[src/exec_pkg.sv]
package exec_pkg;

    // datapath widths
    localparam int xlen        = 32;
    localparam int half_xlen   = xlen / 2;
    localparam int tag_width   = 6;
    localparam int mask_width  = 4;
    localparam int imm_width   = 12;
    localparam int cdb_width   = 2;
    localparam int mult_stages = 3;

    typedef enum logic [3:0] {
        op_add,
        op_sub,
        op_and,
        op_or,
        op_xor,
        op_slt,
        op_sll,
        op_srl,
        op_mul,
        op_mulh,
        op_beq,
        op_bne,
        op_blt,
        op_bge
    } opcode_t;

    typedef enum logic [1:0] {
        unit_alu,
        unit_mult,
        unit_branch
    } unit_t;

    typedef struct packed {
        logic                  valid;
        opcode_t               opcode;
        logic [tag_width-1:0]  dest_tag;
        logic [xlen-1:0]       src_a;
        logic [xlen-1:0]       src_b;
        logic [xlen-1:0]       pc;
        // signed byte offset for branches
        logic [imm_width-1:0]  imm;
        logic                  predicted_taken;
        logic [mask_width-1:0] branch_mask;
        logic [mask_width-1:0] own_mask_bit;
    } issue_packet_t;

    typedef struct packed {
        unit_t         unit;
        issue_packet_t inst;
    } fu_packet_t;

    typedef struct packed {
        logic                 valid;
        logic [tag_width-1:0] dest_tag;
        logic [xlen-1:0]      value;
    } cdb_packet_t;

    typedef struct packed {
        logic                  valid;
        logic [mask_width-1:0] mask;
        logic                  mispredict;
    } resolve_t;

    typedef struct packed {
        logic                  valid;
        logic                  taken;
        logic [xlen-1:0]       target;
        logic                  mispredict;
        logic [mask_width-1:0] own_mask_bit;
    } branch_result_t;

    // one multiplier pipeline slot
    typedef struct packed {
        logic                  valid;
        logic                  high;
        logic [tag_width-1:0]  dest_tag;
        logic [mask_width-1:0] mask;
        logic [xlen-1:0]       src_a;
        logic [half_xlen-1:0]  b_hi;
        logic [2*xlen-1:0]     product;
    } mult_stage_t;

    // entry depends on a branch that just resolved as mispredicted
    function automatic logic is_squashed(logic [mask_width-1:0] mask, resolve_t res);
        return res.valid && res.mispredict && (|(mask & res.mask));
    endfunction

    // correct resolution frees the branch bit everywhere
    function automatic logic [mask_width-1:0] cleared_mask(logic [mask_width-1:0] mask,
                                                           resolve_t res);
        return (res.valid && !res.mispredict) ? (mask & ~res.mask) : mask;
    endfunction

endpackage

[src/issue_decode.sv]
`timescale 1ns/1ps

module issue_decode import exec_pkg::*; (
    input  logic          clock,
    input  logic          reset,
    input  issue_packet_t issue,
    input  resolve_t      resolve,
    output fu_packet_t    alu_in,
    output fu_packet_t    mult_in,
    output fu_packet_t    branch_in
);

    fu_packet_t dec_d;
    fu_packet_t dec_q;
    fu_packet_t fwd;
    logic       opcode_legal;

    // classify and apply resolve on the way in
    always_comb begin
        dec_d                  = '0;
        dec_d.inst             = issue;
        dec_d.inst.valid       = issue.valid && !is_squashed(issue.branch_mask, resolve);
        dec_d.inst.branch_mask = cleared_mask(issue.branch_mask, resolve);
        opcode_legal           = 1'b1;
        case (issue.opcode)
            op_add, op_sub, op_and, op_or,
            op_xor, op_slt, op_sll, op_srl: dec_d.unit = unit_alu;
            op_mul, op_mulh:                dec_d.unit = unit_mult;
            op_beq, op_bne, op_blt, op_bge: dec_d.unit = unit_branch;
            default: begin
                dec_d.unit   = unit_alu;
                opcode_legal = 1'b0;
            end
        endcase
    end

    always_ff @(posedge clock) begin
        if (reset) begin
            dec_q.inst.valid <= 1'b0;
        end else begin
            dec_q <= dec_d;
        end
    end

    // same rule again on the stored entry, so squashed work never leaves
    always_comb begin
        fwd                  = dec_q;
        fwd.inst.valid       = dec_q.inst.valid && !is_squashed(dec_q.inst.branch_mask, resolve);
        fwd.inst.branch_mask = cleared_mask(dec_q.inst.branch_mask, resolve);

        alu_in               = fwd;
        alu_in.inst.valid    = fwd.inst.valid && (fwd.unit == unit_alu);
        mult_in              = fwd;
        mult_in.inst.valid   = fwd.inst.valid && (fwd.unit == unit_mult);
        branch_in            = fwd;
        branch_in.inst.valid = fwd.inst.valid && (fwd.unit == unit_branch);
    end

    a_legal_opcode: assert property (@(posedge clock) disable iff (reset)
        issue.valid |-> opcode_legal);

endmodule

[src/alu_unit.sv]
`timescale 1ns/1ps

module alu_unit import exec_pkg::*; (
    input  fu_packet_t  alu_in,
    output cdb_packet_t alu_result
);

    logic [xlen-1:0] a;
    logic [xlen-1:0] b;
    logic [4:0]      shamt;
    logic            lt;

    assign a     = alu_in.inst.src_a;
    assign b     = alu_in.inst.src_b;
    assign shamt = b[4:0];
    // signed compare for slt
    assign lt    = $signed(a) < $signed(b);

    always_comb begin
        alu_result          = '0;
        alu_result.valid    = alu_in.inst.valid;
        alu_result.dest_tag = alu_in.inst.dest_tag;
        case (alu_in.inst.opcode)
            op_add:  alu_result.value = a + b;
            op_sub:  alu_result.value = a - b;
            op_and:  alu_result.value = a & b;
            op_or:   alu_result.value = a | b;
            op_xor:  alu_result.value = a ^ b;
            op_slt:  alu_result.value = {{(xlen-1){1'b0}}, lt};
            op_sll:  alu_result.value = a << shamt;
            // logical shift, zero fill
            op_srl:  alu_result.value = a >> shamt;
            default: alu_result.value = '0;
        endcase
    end

endmodule

[src/mult_unit.sv]
`timescale 1ns/1ps

module mult_unit import exec_pkg::*; (
    input  logic        clock,
    input  logic        reset,
    input  fu_packet_t  mult_in,
    input  resolve_t    resolve,
    output cdb_packet_t mult_result
);

    mult_stage_t stage_q [mult_stages];
    mult_stage_t stage_d [mult_stages];

    logic [2*xlen-1:0] a1_ext;
    logic [2*xlen-1:0] lo_ext;
    logic [2*xlen-1:0] a2_ext;
    logic [2*xlen-1:0] hi_ext;

    // b is split into a signed high half and an unsigned low half
    assign a1_ext = {{xlen{mult_in.inst.src_a[xlen-1]}}, mult_in.inst.src_a};
    assign lo_ext = {{(xlen+half_xlen){1'b0}}, mult_in.inst.src_b[half_xlen-1:0]};
    assign a2_ext = {{xlen{stage_q[0].src_a[xlen-1]}}, stage_q[0].src_a};
    assign hi_ext = {{(xlen+half_xlen){stage_q[0].b_hi[half_xlen-1]}}, stage_q[0].b_hi};

    always_comb begin
        // stage 1 takes the low partial product
        stage_d[0].valid    = mult_in.inst.valid
                              && !is_squashed(mult_in.inst.branch_mask, resolve);
        stage_d[0].high     = (mult_in.inst.opcode == op_mulh);
        stage_d[0].dest_tag = mult_in.inst.dest_tag;
        stage_d[0].mask     = cleared_mask(mult_in.inst.branch_mask, resolve);
        stage_d[0].src_a    = mult_in.inst.src_a;
        stage_d[0].b_hi     = mult_in.inst.src_b[xlen-1:half_xlen];
        stage_d[0].product  = a1_ext * lo_ext;

        // stage 2 adds the shifted high partial product
        stage_d[1]          = stage_q[0];
        stage_d[1].product  = stage_q[0].product + ((a2_ext * hi_ext) << half_xlen);

        // stage 3 picks the half of the product that is returned
        stage_d[2]          = stage_q[1];
        stage_d[2].product  = stage_q[1].high ? (stage_q[1].product >> xlen)
                                              : stage_q[1].product;

        for (int i = 1; i < mult_stages; i++) begin
            stage_d[i].valid = stage_q[i-1].valid && !is_squashed(stage_q[i-1].mask, resolve);
            stage_d[i].mask  = cleared_mask(stage_q[i-1].mask, resolve);
        end
    end

    always_ff @(posedge clock) begin
        for (int i = 0; i < mult_stages; i++) begin
            if (reset) begin
                stage_q[i].valid <= 1'b0;
            end else begin
                stage_q[i] <= stage_d[i];
            end
        end
    end

    assign mult_result.valid    = stage_q[mult_stages-1].valid
                                  && !is_squashed(stage_q[mult_stages-1].mask, resolve);
    assign mult_result.dest_tag = stage_q[mult_stages-1].dest_tag;
    assign mult_result.value    = stage_q[mult_stages-1].product[xlen-1:0];

    // decode routes only multiplies here
    a_stage0_src: assert property (@(posedge clock) disable iff (reset)
        stage_q[0].valid |-> $past(mult_in.inst.opcode inside {op_mul, op_mulh}));
    // a slot only fills from the slot behind it
    for (genvar g = 1; g < mult_stages; g++) begin : g_stage_chk
        a_stage_src: assert property (@(posedge clock) disable iff (reset)
            stage_q[g].valid |-> $past(stage_q[g-1].valid));
    end

endmodule

[src/branch_unit.sv]
`timescale 1ns/1ps

module branch_unit import exec_pkg::*; (
    input  fu_packet_t     branch_in,
    output branch_result_t branch_comb,
    output cdb_packet_t    branch_link
);

    logic            eq;
    logic            lt;
    logic            taken;
    logic [xlen-1:0] offset;
    logic [xlen-1:0] pc_next;

    assign eq      = branch_in.inst.src_a == branch_in.inst.src_b;
    assign lt      = $signed(branch_in.inst.src_a) < $signed(branch_in.inst.src_b);
    assign offset  = {{(xlen-imm_width){branch_in.inst.imm[imm_width-1]}}, branch_in.inst.imm};
    assign pc_next = branch_in.inst.pc + xlen'(4);

    always_comb begin
        case (branch_in.inst.opcode)
            op_beq:  taken = eq;
            op_bne:  taken = !eq;
            op_blt:  taken = lt;
            op_bge:  taken = !lt;
            default: taken = 1'b0;
        endcase
    end

    always_comb begin
        branch_comb.valid        = branch_in.inst.valid;
        branch_comb.taken        = taken;
        branch_comb.target       = taken ? (branch_in.inst.pc + offset) : pc_next;
        branch_comb.mispredict   = taken != branch_in.inst.predicted_taken;
        branch_comb.own_mask_bit = branch_in.inst.own_mask_bit;
    end

    // link value wakes up the branch's destination tag
    assign branch_link.valid    = branch_in.inst.valid;
    assign branch_link.dest_tag = branch_in.inst.dest_tag;
    assign branch_link.value    = pc_next;

endmodule

[src/complete_select.sv]
`timescale 1ns/1ps

module complete_select import exec_pkg::*; (
    input  logic                           clock,
    input  logic                           reset,
    input  cdb_packet_t                    alu_result,
    input  cdb_packet_t                    mult_result,
    input  cdb_packet_t                    branch_link,
    input  branch_result_t                 branch_comb,
    output cdb_packet_t [cdb_width-1:0]    cdb,
    output branch_result_t                 branch_out
);

    cdb_packet_t                 single;
    cdb_packet_t [cdb_width-1:0] cdb_d;
    int unsigned                 free_lane;

    // alu and branch never finish together, decode routes one at a time
    assign single = alu_result.valid ? alu_result : branch_link;

    always_comb begin
        cdb_d     = '0;
        free_lane = 0;
        if (single.valid) begin
            cdb_d[0]  = single;
            free_lane = 1;
        end
        // multiplier takes the next free lane
        if (mult_result.valid && (free_lane < cdb_width)) begin
            cdb_d[free_lane] = mult_result;
        end
    end

    always_ff @(posedge clock) begin
        if (reset) begin
            for (int i = 0; i < cdb_width; i++) begin
                cdb[i].valid <= 1'b0;
            end
            branch_out.valid <= 1'b0;
        end else begin
            cdb        <= cdb_d;
            branch_out <= branch_comb;
        end
    end

    a_lane_budget: assert property (@(posedge clock) disable iff (reset)
        $countones({alu_result.valid, mult_result.valid, branch_link.valid}) <= cdb_width);

endmodule

[src/execute_stage.sv]
`timescale 1ns/1ps

module execute_stage import exec_pkg::*; (
    input  logic                        clock,
    input  logic                        reset,
    input  issue_packet_t               issue,
    input  resolve_t                    resolve,
    output cdb_packet_t [cdb_width-1:0] cdb,
    output branch_result_t              branch_out
);

    fu_packet_t     alu_in;
    fu_packet_t     mult_in;
    fu_packet_t     branch_in;
    cdb_packet_t    alu_result;
    cdb_packet_t    mult_result;
    cdb_packet_t    branch_link;
    branch_result_t branch_comb;

    issue_decode u_decode (
        .clock     (clock),
        .reset     (reset),
        .issue     (issue),
        .resolve   (resolve),
        .alu_in    (alu_in),
        .mult_in   (mult_in),
        .branch_in (branch_in)
    );

    alu_unit u_alu (
        .alu_in     (alu_in),
        .alu_result (alu_result)
    );

    // three cycle pipeline, sees resolve on every stage
    mult_unit u_mult (
        .clock       (clock),
        .reset       (reset),
        .mult_in     (mult_in),
        .resolve     (resolve),
        .mult_result (mult_result)
    );

    branch_unit u_branch (
        .branch_in   (branch_in),
        .branch_comb (branch_comb),
        .branch_link (branch_link)
    );

    complete_select u_complete (
        .clock       (clock),
        .reset       (reset),
        .alu_result  (alu_result),
        .mult_result (mult_result),
        .branch_link (branch_link),
        .branch_comb (branch_comb),
        .cdb         (cdb),
        .branch_out  (branch_out)
    );

endmodule

[config.mk]
export PLATFORM = sky130hd
export DESIGN_NAME = execute_stage
export DESIGN_NICKNAME = d
export VERILOG_FILES = /design/src/exec_pkg.sv /design/src/issue_decode.sv /design/src/alu_unit.sv /design/src/mult_unit.sv /design/src/branch_unit.sv /design/src/complete_select.sv /design/src/execute_stage.sv
export SDC_FILE = /design/constraint.sdc
export NUM_CORES = 2
export LEC_CHECK = 0
export ABC_AREA = 1
export BUFFER_PORTS_ARGS = -buffer_cell sky130_fd_sc_hd__clkbuf_2
export CAP_MARGIN = 15
export CORE_UTILIZATION = 40
export DETAILED_ROUTE_END_ITERATION = 6
export GPL_ROUTABILITY_DRIVEN = 0
export HOLD_SLACK_MARGIN = 0.03
export PLACE_DENSITY = 0.55
export SLEW_MARGIN = 20
export SYNTH_ARGS = -nofsm -noshare
export SYNTH_HDL_FRONTEND = slang
export SYNTH_SLANG_ARGS = --single-unit
[constraint.sdc]
create_clock -name clock -period 14.35 [get_ports clock]
set_input_delay 2.1525 -clock clock [delete_from_list [all_inputs] [get_ports clock]]
set_output_delay 2.1525 -clock clock [all_outputs]
set_load 0.01 [all_outputs]
== After elaboration in Yosys (flattened, before gate mapping) ==
Memory sizes are Yosys's and may differ from the RTL's.
Cells that the tools add are included.

* Memory bits (writable): 372
* Input port bits: 136
* Output and inout port bits: 117
* Register bits: 247
* Word-level logic and storage cells: 139
* Memories: 1

* Shift-type cells: 2
* Multiplexer cells: 23
* $mul: 2
* Reductions and logical operators: 39
* Add/sub/neg operators: 5
* Eq/ne operators: 22
* Bitwise operators: 19
* Magnitude comparators: 4

{| class="wikitable"
|+ Memory list
! memory !! depth !! width !! read ports !! clocked after memory_dff !! write ports !! line !! RTL
|-
| u_mult.stage_q || 3 || 124 || 3 || 0 || 3 || mult_unit.sv:11 || <nowiki>mult_stage_t stage_q [mult_stages];</nowiki>
|}

{| class="wikitable"
|+ Operators by type and width
! operator !! number
|-
| one-hot mux 32 bit (8 select lines) || 1
|-
| two-way mux 39 bit || 4
|-
| bitwise mux 78 bit || 1
|-
| adder 32 bit || 2
|-
| adder 64 bit || 1
|-
| two-way mux 64 bit || 1
|-
| multiplier 32 x 17 -> 49 bit || 1
|-
| multiplier 32 x 16 -> 48 bit || 1
|-
| bitwise AND 4 bit || 11
|-
| equality test 4 bit (second input constant) || 11
|-
| demux 39 bit (select 1 bit) || 1
|-
| adder 32 x 3 -> 32 bit (second input constant) || 1
|-
| bitwise AND 32 bit || 1
|-
| equality test 32 bit || 1
|-
| < comparator 32 bit || 1
|-
| two-way mux 32 bit || 1
|-
| OR 32 bit || 1
|-
| << shifter 32 x 5 -> 32 bit || 1
|-
| right shift 32 x 5 -> 32 bit || 1
|-
| subtractor 32 bit || 1
|-
| bitwise XOR 32 bit || 1
|-
| OR reduction 4 bit || 7
|-
| two-way mux 4 bit || 5
|-
| logical AND 1 bit || 19
|-
| other kinds (18) || 40
|}

== Depth between registers and ports, before layout ==
* Depth in word-level cells: 14
* Mapped depth: 40
* Depth with buffers taken out: 38

== Hierarchy ==
Synthesis repeated with hierarchy kept, for this count alone.

* Cell total of the unflattened synthesis: 9,903
* Area, all modules: 75,184.6 um2

{| class="wikitable"
|+ By module, submodules not included
! module !! sequential area each (um2) !! area an instance (um2) !! cells an instance !! times used
|-
| mult_unit || 6,816.5 || 49,506.2 || 6,146 || 1
|-
| alu_unit || 0.0 || 9,771.9 || 2,009 || 1
|-
| issue_decode || 3,893.7 || 6,988.0 || 567 || 1
|-
| complete_select || 3,483.3 || 4,832.1 || 455 || 1
|-
| branch_unit || 0.0 || 4,086.4 || 726 || 1
|}

== Worst setup path before layout ==
Ideal clock, no wire load.

* Kind: input -> register
* From: in reset
* To: reg u_complete.branch_out[0] (netlist name)
* Path buffers: 0
* Library setup time: 816 ps
* Arrival time: 11,208 ps
* Cell stages on the path: 1
* Path slack: 2,326 ps
* Path through: inv_1

{| class="wikitable"
|+ RTL lines
! element !! line !! RTL
|-
| start: declaration || execute_stage.sv:5 || <nowiki>input logic reset,</nowiki>
|}

No word-level cell between the ends.

==> flow_summary_export.csv <==
group,metric,value,unit
clock_network,ctsLongestPathBuffers,3,
timing,period_share,58.6,%
global_route,grt_use_total,27.4,%
clock_network,cts-root-buf,"clkbuf_16",
die,initial_core_util,40.4,%
synth,netlist_area,68500,um2
min_path,worstHoldStart,"u_mult.stage_q[0][13]",
clock_network,clk_pin_slew,0.06,ns
die,io_pins,253,
clock_network,cts_hold_buffers,0,
setup_path,end_kind,"flop",
setup_path,critical_path_class,"reg2reg",
die,floorplan.die.width,416,um
timing,rsz0062_at_grt,"false",
global_route,grtUsageMet1,36.4,%
setup_path,r2r_cells,29,
synth,avgSynthCellArea,7.88,um2
timing,setup_tns,0,ns
min_path,holdCritPathClass,"reg2reg",
synth,synth-seq-cells,475,
global_route,grt_pass1_wl,361,mm
setup_path,start_kind,"flop",
clock_network,cts_resized,0,
global_route,grtUsageMet3,4.62,%
die,core,170000,um2
synth,yosysSeqAreaShare,20.7,%
clock_network,clk_latency,0.72,ns
setup_path,critPathArrivalTime,8.84,ns
synth,ys_warn_count,0,
setup_path,required,14.77,ns
layout,areaGrowthSynthToFinish,7.72,%
timing,worst_slew_pin_slew,1.24,ns
setup_path,critPathMaxStageDelay,0.93,ns
min_path,min_path_cells,0,
die,row_count,151,
global_route,grt_max_degree,173,
synth,synth_edf_count,468,
drt,vias,58000,
placement,hpwlAfterDp,189,mm
setup_path,cp_slowest_cell,"edfxtp_1",
drt,wl_per_cell,21.4,um
die,die-area,173000,um2
synth,synth_nets,10200,
run_status,violations,"DRC",
die,die_h,416,um
job,drv_cap,0,
global_route,antenna_found_initial,13,
synth,ys_types,57,
setup_path,timing.rr.start,"u_mult.stage_q[0][83]",
timing,slew_viol_final,0,
timing,hold_viol,0,
drt,wl,236,mm
global_route,met2_usage,44.2,%
layout,num-nets-final,10300,
clock_network,clock_sinks,475,
layout,final_util,43.5,%
min_path,hold_end,"u_mult.stage_q[1][13]",
timing,finClkSkew,0.0448,ns
clock_network,htreeDepth,2,
drt,drt-vias-per-instance,5.26,
layout,nFillCells,17100,
synth,synth_cells,8685,
timing,slew_headroom,17.5,%
drt,drc,15,
setup_path,reg2reg_to,"u_mult.stage_q[1][62]",
setup_path,cp_common_cell,"nand2_1",
layout,drive_above_1_share,5.79,%
synth,synthArstFlopShare,0,%
global_route,grt_pass1_vias,59300,
run_status,status,"finished with violations",
setup_path,ff2ff_setup_slack,5.94,ns
synth,ys.flop_type,"edfxtp_1",
global_route,grt.busiest_layer,"met2",
drt,drtAntennaViolNets,0,
timing,fmax,119,MHz
setup_path,path_max_fanout,16,
clock_network,cts_tree,"done",
clock_network,cts_made_buffers,55,
drt,firstDrtPassIters,7,
drt,drt_iter0_markers,6126,
clock_network,cts_setup_buffers,0,
timing,post-route-min-period,8.41,ns
global_route,grt_overflow,0,
placement,numPortBuffers,252,
timing,report.final.setup_viol,0,
## critical path: cells and delay by family, from the launching register on
family	cells	cell delay, ns
AOI/OAI and AO/OA	6	1.84
xor gates and xnor gates	1	0.37
adders and majority gates	8	3.43
buffers and inverters	4	0.20
DFF	1	0.93
and+or+nand+nor	10	1.34
## through the flow
| step | hold WS [ns] | std cells | instance area (um2) | setup slack (ns) |
|---|---|---|---|---|
| 2_1_floorplan | 0.400 | 8685 | 68500 | 2.33 |
| 3_3_place_gp | 0.400 | 10900 | 71900 | 6.14 |
| 3_5_place_dp | 0.405 | 10900 | 71900 | 6.12 |
| 4_1_cts | 0.405 | 11000 | 73700 | 6.08 |
| 5_1_grt | 0.417 | 11000 | 73700 | 5.53 |
| 6_report | 0.414 | 11000 | 73800 | 5.94 |
## cell usage after synthesis (22+ instances only)
cell type | count | area (um2)
inv_1 | 2087 | 7830
a21o_1 | 30 | 225
buf_2 | 43 | 215
fa_1 | 979 | 19600
mux2_2 | 32 | 360
nor3_1 | 58 | 290
nand3_1 | 443 | 2220
nand4_1 | 88 | 551
o22ai_1 | 22 | 138
xor2_1 | 143 | 1250
clkbuf_1 | 255 | 957
edfxtp_1 | 468 | 14100
nand2_1 | 2259 | 8480
nor2_1 | 468 | 1760
o21bai_1 | 37 | 278
xnor2_1 | 57 | 499
a31oi_1 | 39 | 244
a21oi_1 | 284 | 1420
o21ai_0 | 227 | 1140
o211ai_1 | 36 | 270
buf_1 | 25 | 93.8
ha_1 | 410 | 5130
## cell families (layout without fill, tap and decap cells)
logic type,Yosys count,after routing,share of synthesized area (%)
AOI/OAI and AO/OA,747,747,6.27
xor gates and xnor gates,200,200,2.56
adders and majority gates,1389,1389,36.1
buffers and inverters,2436,2548,13.5
DFF,475,475,20.7
muxes,32,32,0.526
other,0,7,0
and+or+nand+nor,3406,3406,20.3
## worst max path at each step
stage	to	depth (start not counted)	slack (ns)	start
after global placement	u_mult.stage_q[1][62]	30	6.14	u_mult.stage_q[0][65]
after global routing	u_mult.stage_q[1][62]	29	5.53	u_mult.stage_q[0][83]
final	u_mult.stage_q[1][62]	29	5.94	u_mult.stage_q[0][83]
after detailed placement	u_mult.stage_q[1][62]	29	6.12	u_mult.stage_q[0][83]
after floorplan	u_complete.branch_out[0]	1	2.33	reset
after CTS	u_mult.stage_q[1][62]	29	6.08	u_mult.stage_q[0][83]
## layout by cell type, fill, tap and decap left out, drive strengths merged, types with 13 or more instances in the layout
cell type	Yosys	routed
a21o	30	30
nand3	447	447
ha	410	410
nand4	88	88
nor4	21	21
inv	2098	2106
edfxtp	468	468
o21ai	235	235
o211ai	36	36
nor3	59	59
o21a	17	17
mux2	32	32
buf	78	92
o22ai	22	22
xor2	143	143
clkinv	5	25
clkbuf	255	316
and3	13	13
o21bai	38	38
nor2	475	475
or2	18	18
a31oi	39	39
nand2	2263	2263
fa	979	979
a21oi	286	286
xnor2	57	57
## per-layer routing
layer | vias to the layer above | routed length (um)
met2 | 2440 | 108000
met5 | - | 44
met1 | 28600 | 97600
met3 | 480 | 19200
li1 | 26500 | -
met4 | 6 | 11100
## sequential cells by signal (all words and copies together) (netlist names)
name	cells
u_complete.branch_out	39
u_decode.dec_q	5
u_decode.alu_in	125
u_mult.stage_q	228
u_complete.cdb	78
## layout make-up
cell class                      instances  area, um2  area share (%)
Sequential cell                       475      14200            19.2
Tap cell                             2218       2780            3.76
Timing Repair Buffer                  344       1980            2.68
Clock buffer                           64       1410            1.91
Multi-Input combinational cell       5774      45000            61.1
Inverter                             2103       7900            10.7
Clock inverter                         37        444           0.602
Antenna cell                            7       17.5          0.0237
Power is left out: the tool's default activity adds up to more than one toggle a clock period on the data nets, which glitch-free logic cannot reach.
